File: config.mk
export PLATFORM = sky130hd
export DESIGN_NAME = axil_noc_bridge
export DESIGN_NICKNAME = d
export VERILOG_FILES = /design/src/verilog/axil_noc_pkg.sv /design/src/verilog/axil_noc_bridge.sv /design/src/verilog/flit_serializer.sv /design/src/verilog/request_order.sv /design/src/verilog/read_req_queue.sv /design/src/verilog/write_req_queue.sv /design/src/verilog/sync_fifo.sv
export SDC_FILE = /design/constraint.sdc
export NUM_CORES = 2
export LEC_CHECK = 0
export BUFFER_PORTS_ARGS = -buffer_cell sky130_fd_sc_hd__buf_2
export CORE_MARGIN = 2
export CORE_UTILIZATION = 60
export CTS_BUF_LIST = sky130_fd_sc_hd__clkbuf_8
export CTS_CLUSTER_SIZE = 14
export DETAILED_ROUTE_END_ITERATION = 6
export GPL_ROUTABILITY_DRIVEN = 0
export PLACE_DENSITY_LB_ADDON = 0.15
export SLEW_MARGIN = 20
export SYNTH_ARGS = -nofsm -noshare
export SYNTH_HDL_FRONTEND = slang
export SYNTH_SLANG_ARGS = --single-unit
File: constraint.sdc
create_clock -name clk -period 24.5 [get_ports clk]
set_input_delay 4.9 -clock clk [delete_from_list [all_inputs] [get_ports clk]]
set_output_delay 4.9 -clock clk [all_outputs]
set_load 0.01 [all_outputs]
File: src/verilog/axil_noc_pkg.sv
//====================
// axil_noc_pkg
// widths, flit field positions, message codes and
// enums shared by the AXI-Lite to NoC request bridge
//====================
package axil_noc_pkg;

    // AXI-Lite side
    localparam int ADDR_WIDTH     = 64;
    localparam int DATA_WIDTH     = 64;  // also the flit width
    localparam int STRB_WIDTH     = DATA_WIDTH / 8;
    localparam int PHY_ADDR_WIDTH = 48;  // address bits carried in header 1

    // node id fields, same positions in header 0 (dest) and header 2 (src)
    localparam int CHIPID_HI = 63;
    localparam int CHIPID_LO = 50;
    localparam int XPOS_HI   = 49;
    localparam int XPOS_LO   = 42;
    localparam int YPOS_HI   = 41;
    localparam int YPOS_LO   = 34;
    localparam int FBITS_HI  = 33;
    localparam int FBITS_LO  = 30;

    localparam int CHIPID_WIDTH = CHIPID_HI - CHIPID_LO + 1;
    localparam int XPOS_WIDTH   = XPOS_HI - XPOS_LO + 1;
    localparam int YPOS_WIDTH   = YPOS_HI - YPOS_LO + 1;
    localparam int FBITS_WIDTH  = FBITS_HI - FBITS_LO + 1;

    // rest of header 0
    localparam int MSG_LEN_HI  = 29;
    localparam int MSG_LEN_LO  = 22;
    localparam int MSG_TYPE_HI = 21;
    localparam int MSG_TYPE_LO = 14;
    localparam int MSG_ID_HI   = 13;
    localparam int MSG_ID_LO   = 6;

    // header 1
    localparam int ADDR_HI      = 63;
    localparam int ADDR_LO      = 16;
    localparam int DATA_SIZE_HI = 15;
    localparam int DATA_SIZE_LO = 13;
    localparam int MASK_HI      = 7;
    localparam int MASK_LO      = 0;

    localparam logic [7:0] MSG_LEN_STORE = 8'd3;  // two more headers plus one data flit
    localparam logic [7:0] MSG_LEN_LOAD  = 8'd2;
    localparam logic [2:0] DATA_SIZE_8B  = 3'b100;
    localparam int         HDR_FLITS     = 3;

    typedef enum logic [7:0] {
        NC_LOAD_REQ  = 8'd14,
        NC_STORE_REQ = 8'd15
    } noc_msg_e;

    typedef enum logic [1:0] {
        REQ_NONE,
        REQ_LOAD,
        REQ_STORE
    } req_kind_e;

    typedef enum logic [1:0] {
        ST_IDLE,
        ST_HEADER,
        ST_DATA
    } flit_state_e;

endpackage
File: src/verilog/axil_noc_bridge.sv
//====================
// axil_noc_bridge
// AXI-Lite request path into NoC flits: write and read
// queues, arrival order and the flit serializer
//====================
`timescale 1ns/1ps

module axil_noc_bridge #(
    parameter int DEPTH = 8
) (
    input  logic                                  clk,
    input  logic                                  rst_n,
    input  logic [axil_noc_pkg::ADDR_WIDTH-1:0]   awaddr,
    input  logic                                  awvalid,
    output logic                                  awready,
    input  logic [axil_noc_pkg::DATA_WIDTH-1:0]   wdata,
    input  logic [axil_noc_pkg::STRB_WIDTH-1:0]   wstrb,
    input  logic                                  wvalid,
    output logic                                  wready,
    input  logic [axil_noc_pkg::ADDR_WIDTH-1:0]   araddr,
    input  logic                                  arvalid,
    output logic                                  arready,
    input  logic [axil_noc_pkg::CHIPID_WIDTH-1:0] dest_chipid,
    input  logic [axil_noc_pkg::XPOS_WIDTH-1:0]   dest_xpos,
    input  logic [axil_noc_pkg::YPOS_WIDTH-1:0]   dest_ypos,
    input  logic [axil_noc_pkg::FBITS_WIDTH-1:0]  dest_fbits,
    input  logic [axil_noc_pkg::CHIPID_WIDTH-1:0] src_chipid,
    input  logic [axil_noc_pkg::XPOS_WIDTH-1:0]   src_xpos,
    input  logic [axil_noc_pkg::YPOS_WIDTH-1:0]   src_ypos,
    input  logic [axil_noc_pkg::FBITS_WIDTH-1:0]  src_fbits,
    output logic                                  noc_valid_out,
    output logic [axil_noc_pkg::DATA_WIDTH-1:0]   noc_data_out,
    input  logic                                  noc_ready_in
);

    import axil_noc_pkg::*;

    logic                  order_room;
    logic                  aw_accept;
    logic                  ar_accept;
    logic                  head_valid;
    req_kind_e             head_kind;
    logic                  store_ready;
    logic [ADDR_WIDTH-1:0] store_addr;
    logic [DATA_WIDTH-1:0] store_data;
    logic [STRB_WIDTH-1:0] store_strb;
    logic                  load_ready;
    logic [ADDR_WIDTH-1:0] load_addr;
    logic                  order_pop;
    logic                  store_pop;
    logic                  load_pop;

    // port names match the local nets, only the order pop is renamed
    write_req_queue #(.DEPTH(DEPTH)) i_write_q (.*);

    read_req_queue #(.DEPTH(DEPTH)) i_read_q (.*);

    request_order #(.DEPTH(DEPTH)) i_order (
        .pop (order_pop),
        .*
    );

    flit_serializer i_serializer (.*);

endmodule

File: src/verilog/flit_serializer.sv
//====================
// flit_serializer
// turns the head request into three header flits, plus a
// data flit for a store, and pops the queues on the last one
//====================
`timescale 1ns/1ps

module flit_serializer (
    input  logic                                  clk,
    input  logic                                  rst_n,
    input  logic                                  head_valid,
    input  axil_noc_pkg::req_kind_e               head_kind,
    input  logic                                  store_ready,
    input  logic [axil_noc_pkg::ADDR_WIDTH-1:0]   store_addr,
    input  logic [axil_noc_pkg::DATA_WIDTH-1:0]   store_data,
    input  logic [axil_noc_pkg::STRB_WIDTH-1:0]   store_strb,
    input  logic                                  load_ready,
    input  logic [axil_noc_pkg::ADDR_WIDTH-1:0]   load_addr,
    input  logic [axil_noc_pkg::CHIPID_WIDTH-1:0] dest_chipid,
    input  logic [axil_noc_pkg::XPOS_WIDTH-1:0]   dest_xpos,
    input  logic [axil_noc_pkg::YPOS_WIDTH-1:0]   dest_ypos,
    input  logic [axil_noc_pkg::FBITS_WIDTH-1:0]  dest_fbits,
    input  logic [axil_noc_pkg::CHIPID_WIDTH-1:0] src_chipid,
    input  logic [axil_noc_pkg::XPOS_WIDTH-1:0]   src_xpos,
    input  logic [axil_noc_pkg::YPOS_WIDTH-1:0]   src_ypos,
    input  logic [axil_noc_pkg::FBITS_WIDTH-1:0]  src_fbits,
    output logic                                  order_pop,
    output logic                                  store_pop,
    output logic                                  load_pop,
    output logic                                  noc_valid_out,
    output logic [axil_noc_pkg::DATA_WIDTH-1:0]   noc_data_out,
    input  logic                                  noc_ready_in
);

    import axil_noc_pkg::*;

    flit_state_e           state;
    flit_state_e           state_next;
    logic [1:0]            flit_cnt;  // header index
    logic                  is_store;
    logic                  is_load;
    logic                  req_ready;
    logic                  fire;
    logic                  last_hdr;
    logic                  last_flit;
    logic [ADDR_WIDTH-1:0] req_addr;

    assign is_store  = (head_kind == REQ_STORE);
    assign is_load   = (head_kind == REQ_LOAD);
    assign req_ready = head_valid && ((is_store && store_ready) || (is_load && load_ready));
    assign req_addr  = is_store ? store_addr : load_addr;

    assign noc_valid_out = (state == ST_HEADER) || (state == ST_DATA);
    assign fire          = noc_valid_out && noc_ready_in;
    assign last_hdr      = (state == ST_HEADER) && (flit_cnt == 2'(HDR_FLITS - 1));
    assign last_flit     = fire && ((last_hdr && is_load) || (state == ST_DATA));

    // head stays put until these pops, so the flit fields hold under back-pressure
    assign order_pop = last_flit;
    assign store_pop = last_flit && is_store;
    assign load_pop  = last_flit && is_load;

    always_comb begin
        state_next = state;
        case (state)
            ST_IDLE:   if (req_ready) state_next = ST_HEADER;
            ST_HEADER: if (fire && last_hdr) state_next = is_store ? ST_DATA : ST_IDLE;
            ST_DATA:   if (fire) state_next = ST_IDLE;
            default:   state_next = ST_IDLE;
        endcase
    end

    always_ff @(posedge clk or negedge rst_n) begin
        if (!rst_n) begin
            state    <= ST_IDLE;
            flit_cnt <= '0;
        end else begin
            state <= state_next;
            if (fire && state == ST_HEADER) begin
                flit_cnt <= last_hdr ? 2'd0 : flit_cnt + 1'b1;
            end
        end
    end

    always_comb begin
        noc_data_out = '0;  // unused bits stay zero
        if (state == ST_HEADER) begin
            case (flit_cnt)
                2'd0: begin
                    noc_data_out[CHIPID_HI:CHIPID_LO]     = dest_chipid;
                    noc_data_out[XPOS_HI:XPOS_LO]         = dest_xpos;
                    noc_data_out[YPOS_HI:YPOS_LO]         = dest_ypos;
                    noc_data_out[FBITS_HI:FBITS_LO]       = dest_fbits;
                    noc_data_out[MSG_LEN_HI:MSG_LEN_LO]   = is_store ? MSG_LEN_STORE : MSG_LEN_LOAD;
                    noc_data_out[MSG_TYPE_HI:MSG_TYPE_LO] = is_store ? NC_STORE_REQ : NC_LOAD_REQ;
                    noc_data_out[MSG_ID_HI:MSG_ID_LO]     = '0;  // one request in flight
                end
                2'd1: begin
                    noc_data_out[ADDR_HI:ADDR_LO]           = req_addr[PHY_ADDR_WIDTH-1:0];
                    noc_data_out[DATA_SIZE_HI:DATA_SIZE_LO] = DATA_SIZE_8B;
                    // one strobe bit per byte, so byte order reversal is a bit reversal
                    noc_data_out[MASK_HI:MASK_LO] = is_store ? {<<{store_strb}} : '0;
                end
                2'd2: begin
                    noc_data_out[CHIPID_HI:CHIPID_LO] = src_chipid;
                    noc_data_out[XPOS_HI:XPOS_LO]     = src_xpos;
                    noc_data_out[YPOS_HI:YPOS_LO]     = src_ypos;
                    noc_data_out[FBITS_HI:FBITS_LO]   = src_fbits;
                end
                default: noc_data_out = '0;
            endcase
        end else if (state == ST_DATA) begin
            noc_data_out = {<<8{store_data}};  // AXI byte 0 lands in the top byte
        end
    end

endmodule

File: src/verilog/request_order.sv
//====================
// request_order
// keeps the arrival order of stores and loads; a store and
// a load accepted together go in as store, then load
//====================
`timescale 1ns/1ps

module request_order #(
    parameter int DEPTH = 8
) (
    input  logic                    clk,
    input  logic                    rst_n,
    input  logic                    aw_accept,
    input  logic                    ar_accept,
    output logic                    order_room,
    output logic                    head_valid,
    output axil_noc_pkg::req_kind_e head_kind,
    input  logic                    pop
);

    import axil_noc_pkg::*;

    logic                          held_load;  // load waiting behind a same-cycle store
    logic                          order_full;
    logic                          order_empty;
    logic                          push;
    req_kind_e                     push_kind;
    logic [$bits(req_kind_e)-1:0]  head_raw;

    assign order_room = !order_full && !held_load;
    assign head_valid = !order_empty;
    assign head_kind  = req_kind_e'(head_raw);
    assign push       = held_load || aw_accept || ar_accept;

    always_comb begin
        if (held_load) begin
            push_kind = REQ_LOAD;
        end else if (aw_accept) begin
            push_kind = REQ_STORE;  // store wins a tie
        end else if (ar_accept) begin
            push_kind = REQ_LOAD;
        end else begin
            push_kind = REQ_NONE;
        end
    end

    // if the store took the last slot the load stays held until a pop frees one
    always_ff @(posedge clk or negedge rst_n) begin
        if (!rst_n) begin
            held_load <= 1'b0;
        end else if (held_load) begin
            held_load <= order_full;
        end else begin
            held_load <= aw_accept && ar_accept;
        end
    end

    sync_fifo #(.DSIZE($bits(req_kind_e)), .DEPTH(DEPTH)) i_kind_fifo (
        .clk   (clk),
        .rst_n (rst_n),
        .wval  (push),
        .wdata (push_kind),
        .full  (order_full),
        .ren   (pop),
        .rdata (head_raw),
        .empty (order_empty)
    );

endmodule

File: src/verilog/read_req_queue.sv
//====================
// read_req_queue
// queues AR beats in order, presents the oldest load
//====================
`timescale 1ns/1ps

module read_req_queue #(
    parameter int DEPTH = 8
) (
    input  logic                                clk,
    input  logic                                rst_n,
    input  logic [axil_noc_pkg::ADDR_WIDTH-1:0] araddr,
    input  logic                                arvalid,
    output logic                                arready,
    input  logic                                order_room,
    output logic                                ar_accept,
    output logic                                load_ready,
    output logic [axil_noc_pkg::ADDR_WIDTH-1:0] load_addr,
    input  logic                                load_pop
);

    import axil_noc_pkg::*;

    logic ar_full;
    logic ar_empty;

    assign arready    = !ar_full && order_room;
    assign ar_accept  = arvalid && arready;
    assign load_ready = !ar_empty;

    sync_fifo #(.DSIZE(ADDR_WIDTH), .DEPTH(DEPTH)) i_addr_fifo (
        .clk   (clk),
        .rst_n (rst_n),
        .wval  (ar_accept),
        .wdata (araddr),
        .full  (ar_full),
        .ren   (load_pop),
        .rdata (load_addr),
        .empty (ar_empty)
    );

endmodule

File: src/verilog/write_req_queue.sv
//====================
// write_req_queue
// queues AW and W beats, presents the oldest complete store
//====================
`timescale 1ns/1ps

module write_req_queue #(
    parameter int DEPTH = 8
) (
    input  logic                                clk,
    input  logic                                rst_n,
    input  logic [axil_noc_pkg::ADDR_WIDTH-1:0] awaddr,
    input  logic                                awvalid,
    output logic                                awready,
    input  logic [axil_noc_pkg::DATA_WIDTH-1:0] wdata,
    input  logic [axil_noc_pkg::STRB_WIDTH-1:0] wstrb,
    input  logic                                wvalid,
    output logic                                wready,
    input  logic                                order_room,
    output logic                                aw_accept,
    output logic                                store_ready,
    output logic [axil_noc_pkg::ADDR_WIDTH-1:0] store_addr,
    output logic [axil_noc_pkg::DATA_WIDTH-1:0] store_data,
    output logic [axil_noc_pkg::STRB_WIDTH-1:0] store_strb,
    input  logic                                store_pop
);

    import axil_noc_pkg::*;

    localparam int WD_W = STRB_WIDTH + DATA_WIDTH;  // strobe and data share one entry

    logic            aw_full;
    logic            aw_empty;
    logic            wd_full;
    logic            wd_empty;
    logic            w_accept;
    logic [WD_W-1:0] wd_head;

    // address also needs a slot in the order queue, data does not
    assign awready   = !aw_full && order_room;
    assign wready    = !wd_full;
    assign aw_accept = awvalid && awready;
    assign w_accept  = wvalid && wready;

    assign store_ready = !aw_empty && !wd_empty;  // W may arrive before or after AW
    assign store_data  = wd_head[DATA_WIDTH-1:0];
    assign store_strb  = wd_head[WD_W-1:DATA_WIDTH];

    sync_fifo #(.DSIZE(ADDR_WIDTH), .DEPTH(DEPTH)) i_addr_fifo (
        .clk   (clk),
        .rst_n (rst_n),
        .wval  (aw_accept),
        .wdata (awaddr),
        .full  (aw_full),
        .ren   (store_pop),
        .rdata (store_addr),
        .empty (aw_empty)
    );

    sync_fifo #(.DSIZE(WD_W), .DEPTH(DEPTH)) i_data_fifo (
        .clk   (clk),
        .rst_n (rst_n),
        .wval  (w_accept),
        .wdata ({wstrb, wdata}),
        .full  (wd_full),
        .ren   (store_pop),
        .rdata (wd_head),
        .empty (wd_empty)
    );

endmodule

File: src/verilog/sync_fifo.sv
//====================
// sync_fifo
// single-clock circular buffer, rdata shows the oldest entry
//====================
`timescale 1ns/1ps

module sync_fifo #(
    parameter int DSIZE = 8,
    parameter int DEPTH = 8
) (
    input  logic             clk,
    input  logic             rst_n,
    input  logic             wval,
    input  logic [DSIZE-1:0] wdata,
    output logic             full,
    input  logic             ren,
    output logic [DSIZE-1:0] rdata,
    output logic             empty
);

    localparam int PTR_W = (DEPTH > 1) ? $clog2(DEPTH) : 1;
    localparam int CNT_W = $clog2(DEPTH + 1);

    logic [DSIZE-1:0] mem [DEPTH];
    logic [PTR_W-1:0] wr_ptr;
    logic [PTR_W-1:0] rd_ptr;
    logic [CNT_W-1:0] count;  // occupancy
    logic             do_write;
    logic             do_read;

    // wrap explicitly so a depth that is not a power of two still works
    function automatic logic [PTR_W-1:0] next_ptr(input logic [PTR_W-1:0] ptr);
        return (ptr == PTR_W'(DEPTH - 1)) ? '0 : ptr + 1'b1;
    endfunction

    assign do_write = wval && !full;
    assign do_read  = ren && !empty;
    assign full     = (count == CNT_W'(DEPTH));
    assign empty    = (count == '0);
    assign rdata    = mem[rd_ptr];

    always_ff @(posedge clk) begin
        if (do_write) begin
            mem[wr_ptr] <= wdata;
        end
    end

    always_ff @(posedge clk or negedge rst_n) begin
        if (!rst_n) begin
            wr_ptr <= '0;
            rd_ptr <= '0;
            count  <= '0;
        end else begin
            if (do_write) begin
                wr_ptr <= next_ptr(wr_ptr);
            end
            if (do_read) begin
                rd_ptr <= next_ptr(rd_ptr);
            end
            case ({do_write, do_read})
                2'b10:   count <= count + 1'b1;
                2'b01:   count <= count - 1'b1;
                default: count <= count;  // idle, or push and pop together
            endcase
        end
    end

endmodule

==> summary.txt <==
Synthesis
  – Mapped Area: 55100 sq um
  – Gate Count Post-Synth: 2530
  – Number of distinct library cells after synthesis: 46
  – Post-synth EDFFs: 1360
  – Fraction of registers with async set or reset after synthesis: 0.0320
  – Number of synthesized register bits: 1405
  – Synthesized Nets: 2838
  – Synth warnings: 0
  – Commonest register cell after synthesis: edfxtp_1
  – Register area share after synthesis: 0.762
  – Top post-synthesis cells by area: edfxtp_1 74%, mux4_2 14%, mux2i_1 3.4%
  – Top cell type by total area after synthesis: edfxtp_1
  – Synth cell count leaders: 1360 x edfxtp_1, 340 x mux4_2, 188 x mux2i_1
  – Post-synth top area share: 0.741
  – Count leader, synth: edfxtp_1
  – Synth Area per Inst: 21.8 sq um

Finish
  – Filler cells: 5805
  – Final nets: 3283
  – Share of cells above drive strength 1: 0.323
  – Layout area overhead: 13.0%
  – Multi-input gate area: 12700 sq um
  – Sequential cell area: 42000 sq um
  – Finished Cell Area: 62300 sq um

STA
  – Fmax: 0.0895 GHz
  – Crit share post-route: 0.456
  – Final TNS setup: 0 ns
  – Fin crit period: 11.18 ns
  – RSZ-0062 raised after global routing: false
  – Tightest Pin Transition: 1.05 ns
  – Final setup viols: 0
  – Final hold violations: 0
  – Clock skew: 0.0341 ns
  – Max-slew violation count: 0
  – Worst slew margin: 0.299

Min path
  – HP Class: reg -> reg
  – Min-delay src: i_write_q.i_data_fifo.count[3]
  – Hold Path Cell Cnt: 1
  – WHS Endpoint: i_write_q.i_data_fifo.count[3]

Clocking
  – Clock tree from TritonCTS: built
  – H-tree depth: 4
  – Cts repair resizes: 0
  – Max clock buf depth: 3
  – Root Buffer: clkbuf_8
  – Hold buffers post-CTS: 0
  – CTS Sinks: 1405
  – Setup bufs post-CTS: 0
  – Skew-Pair Late Insertion Delay: 0.88 ns
  – Clock transition at path regs: 0.06 ns
  – Num CTS Buffers: 213

Place
  – Input/output buffers: 309
  – Dpl cell area: 58200 sq um
  – Post-DP HPWL: 74100 um

Setup path
  – Worst-case reg-to-reg path depth: 12
  – R2R Path End: i_write_q.i_addr_fifo.count[3]
  – Internal reg-to-reg setup slack: 20.79 ns
  – Crit end category: output pin
  – Critical Path Start Type: primary input
  – Critical path arrival: 6.28 ns
  – Crit path largest cell delay: 0.41 ns
  – WP data required: 19.60 ns
  – CP max-delay cell: o22ai_1
  – Cells along the critical path: buf_2 > mux2i_1 > o22ai_1 > a31o_1 > buf_2
  – Critical path type: in -> out
  – CP dominant cell by count: buf_2
  – Worst-path fanout max: 1
  – Worst r2r src: i_order.i_kind_fifo.rd_ptr[0]

Detailed routing
  – DRC: 0
  – ANT nets after route: 0
  – Final wirelength: 125000 um
  – DRT iter0 DRCs: 2668
  – Drt wl/cell: 28.8 um
  – Vias per Instance: 6.23
  – Via count: 27100
  – Initial DRT Pass Iterations: 5

Global route
  – Vias in the first global route: 27800
  – First-pass GRT wire length: 182000 um
  – Congestion Overflow GR: 0
  – Largest net degree at the start of global routing: 69
  – GRT Total Usage: 0.270
  – Initial antenna violation count: 40

Floorplan
  – Die area: 94300 sq um
  – DIE HEIGHT: 307 um
  – Starting density of the core: 0.603
  – Core area: 91400 sq um
  – Die Width: 307 um
  – Ports: 342
  – Rows: 111

Job
  – Number of max-cap violations: 0

Pwr
  – PD cells: 105 nW/um^2
  – Leakage: 20.2 nW
  – Maximum VDD drop: 0.0000683 V

Status
  – Status: finished clean
## cell usage in the layout (no fill, tap or decap), types with 9 or more instances in the layout
cell type	instances
a211oi_1	22
a21oi_1	12
a31o_1	34
buf_2	309
buf_4	49
clkbuf_8	226
clkinv_1	47
clkinv_2	25
dfrtp_1	35
diode_2	12
edfxtp_1	1360
ha_1	31
inv_1	97
mux2_1	12
mux2i_1	188
mux4_2	340
nand2_1	107
nand2b_1	10
nor2_1	21
nor2_4	17
nor2b_1	24
o21ai_0	14
o22ai_1	46
o32ai_1	12
xor2_1	9
## flip-flops by register name, summed over array words and instances, names as in the netlist
name	count
i_read_q.i_addr_fifo.mem	384
i_read_q.i_addr_fifo.wr_ptr	3
i_order.i_kind_fifo.wr_ptr	3
i_write_q.i_data_fifo.wr_ptr	3
i_write_q.i_addr_fifo.mem	384
i_write_q.i_addr_fifo.wr_ptr	3
i_order.i_kind_fifo.count	4
i_order.i_kind_fifo.rd_ptr	3
i_order.i_kind_fifo.mem	16
i_write_q.i_addr_fifo.count	4
i_write_q.i_data_fifo.mem	576
i_serializer.flit_cnt	2
i_order.held_load	1
i_write_q.i_data_fifo.count	4
i_read_q.i_addr_fifo.count	4
i_serializer.state	2
i_read_q.i_addr_fifo.rd_ptr	3
i_write_q.i_addr_fifo.rd_ptr	3
i_write_q.i_data_fifo.rd_ptr	3
## metrics by stage
| step | power (mW) | worst slack [ns] | utilization | cells | hold WS, ns |
|---|---|---|---|---|---|
| after floorplan | 4.23 | 11.89 | - | 2530 | 0.464 |
| after global placement | 4.77 | 13.42 | 0.637 | 3946 | 0.484 |
| after detailed placement | 4.83 | 13.44 | 0.637 | 3946 | 0.503 |
| after CTS | 6.62 | 13.44 | 0.681 | 4338 | 0.520 |
| after global routing | 6.83 | 13.24 | 0.681 | 4344 | 0.547 |
| final | 6.55 | 13.32 | 0.681 | 4350 | 0.518 |
## how the worst max path moves through the flow
stage                     cells after the start            from                              end  slack, ns
final                                         5   src_chipid[7]                 noc_data_out[57]      13.32
after global routing                          5  src_chipid[11]                 noc_data_out[61]      13.24
after CTS                                     5  src_chipid[11]                 noc_data_out[61]      13.44
after detailed placement                      5  src_chipid[11]                 noc_data_out[61]      13.44
after global placement                        5   src_chipid[2]                 noc_data_out[52]      13.42
after floorplan                               2          wvalid  i_write_q.i_data_fifo.mem[0][0]      11.89
## final cells by class
cell class              count  share of cell area
diodes                     12            0.000482
clock inverters           166              0.0146
clock buffers             226              0.0500
repair buffers            359              0.0309
well taps                1186              0.0238
flip-flops and latches   1405               0.675
multi-input cells         977               0.204
inverters                  19             0.00115
## routing by layer
metal	part of all wire	vias to the layer above	wire length [um]	track usage
met2	0.50	1101	62600	0.436
met4	0.025	38	3190	0.0861
met3	0.080	228	10000	0.0646
met1	0.39	14200	49200	0.371
li1	-	11600	-	-
met5	0.0018	-	223	0
## cell families (layout without fill, tap and decap cells)
family / after synthesis / count (layout) / synth area share
other: 0 / 12 / 0
AOI/OAI and AO/OA: 155 / 155 / 0.0201
xor gates and xnor gates: 17 / 17 / 0.00270
adders and majority gates: 34 / 34 / 0.00813
buffers and inverters: 148 / 770 / 0.0109
and+or+nand+nor: 224 / 224 / 0.0195
DFF: 1405 / 1405 / 0.762
muxes: 547 / 547 / 0.177
## report_power, final
group | internal, mW | switching [mW]
clock | 0.935 | 0.868
combinational | 0.652 | 0.974
sequential | 3.00 | 0.125
## worst max-delay path: cells and delay by family
| kind | cells | cell delay [ns] |
|---|---|---|
| mux | 1 | 0.40 |
| compound gates | 2 | 0.74 |
| buf+inv | 2 | 0.23 |
(Power assumes the default switching activity.)
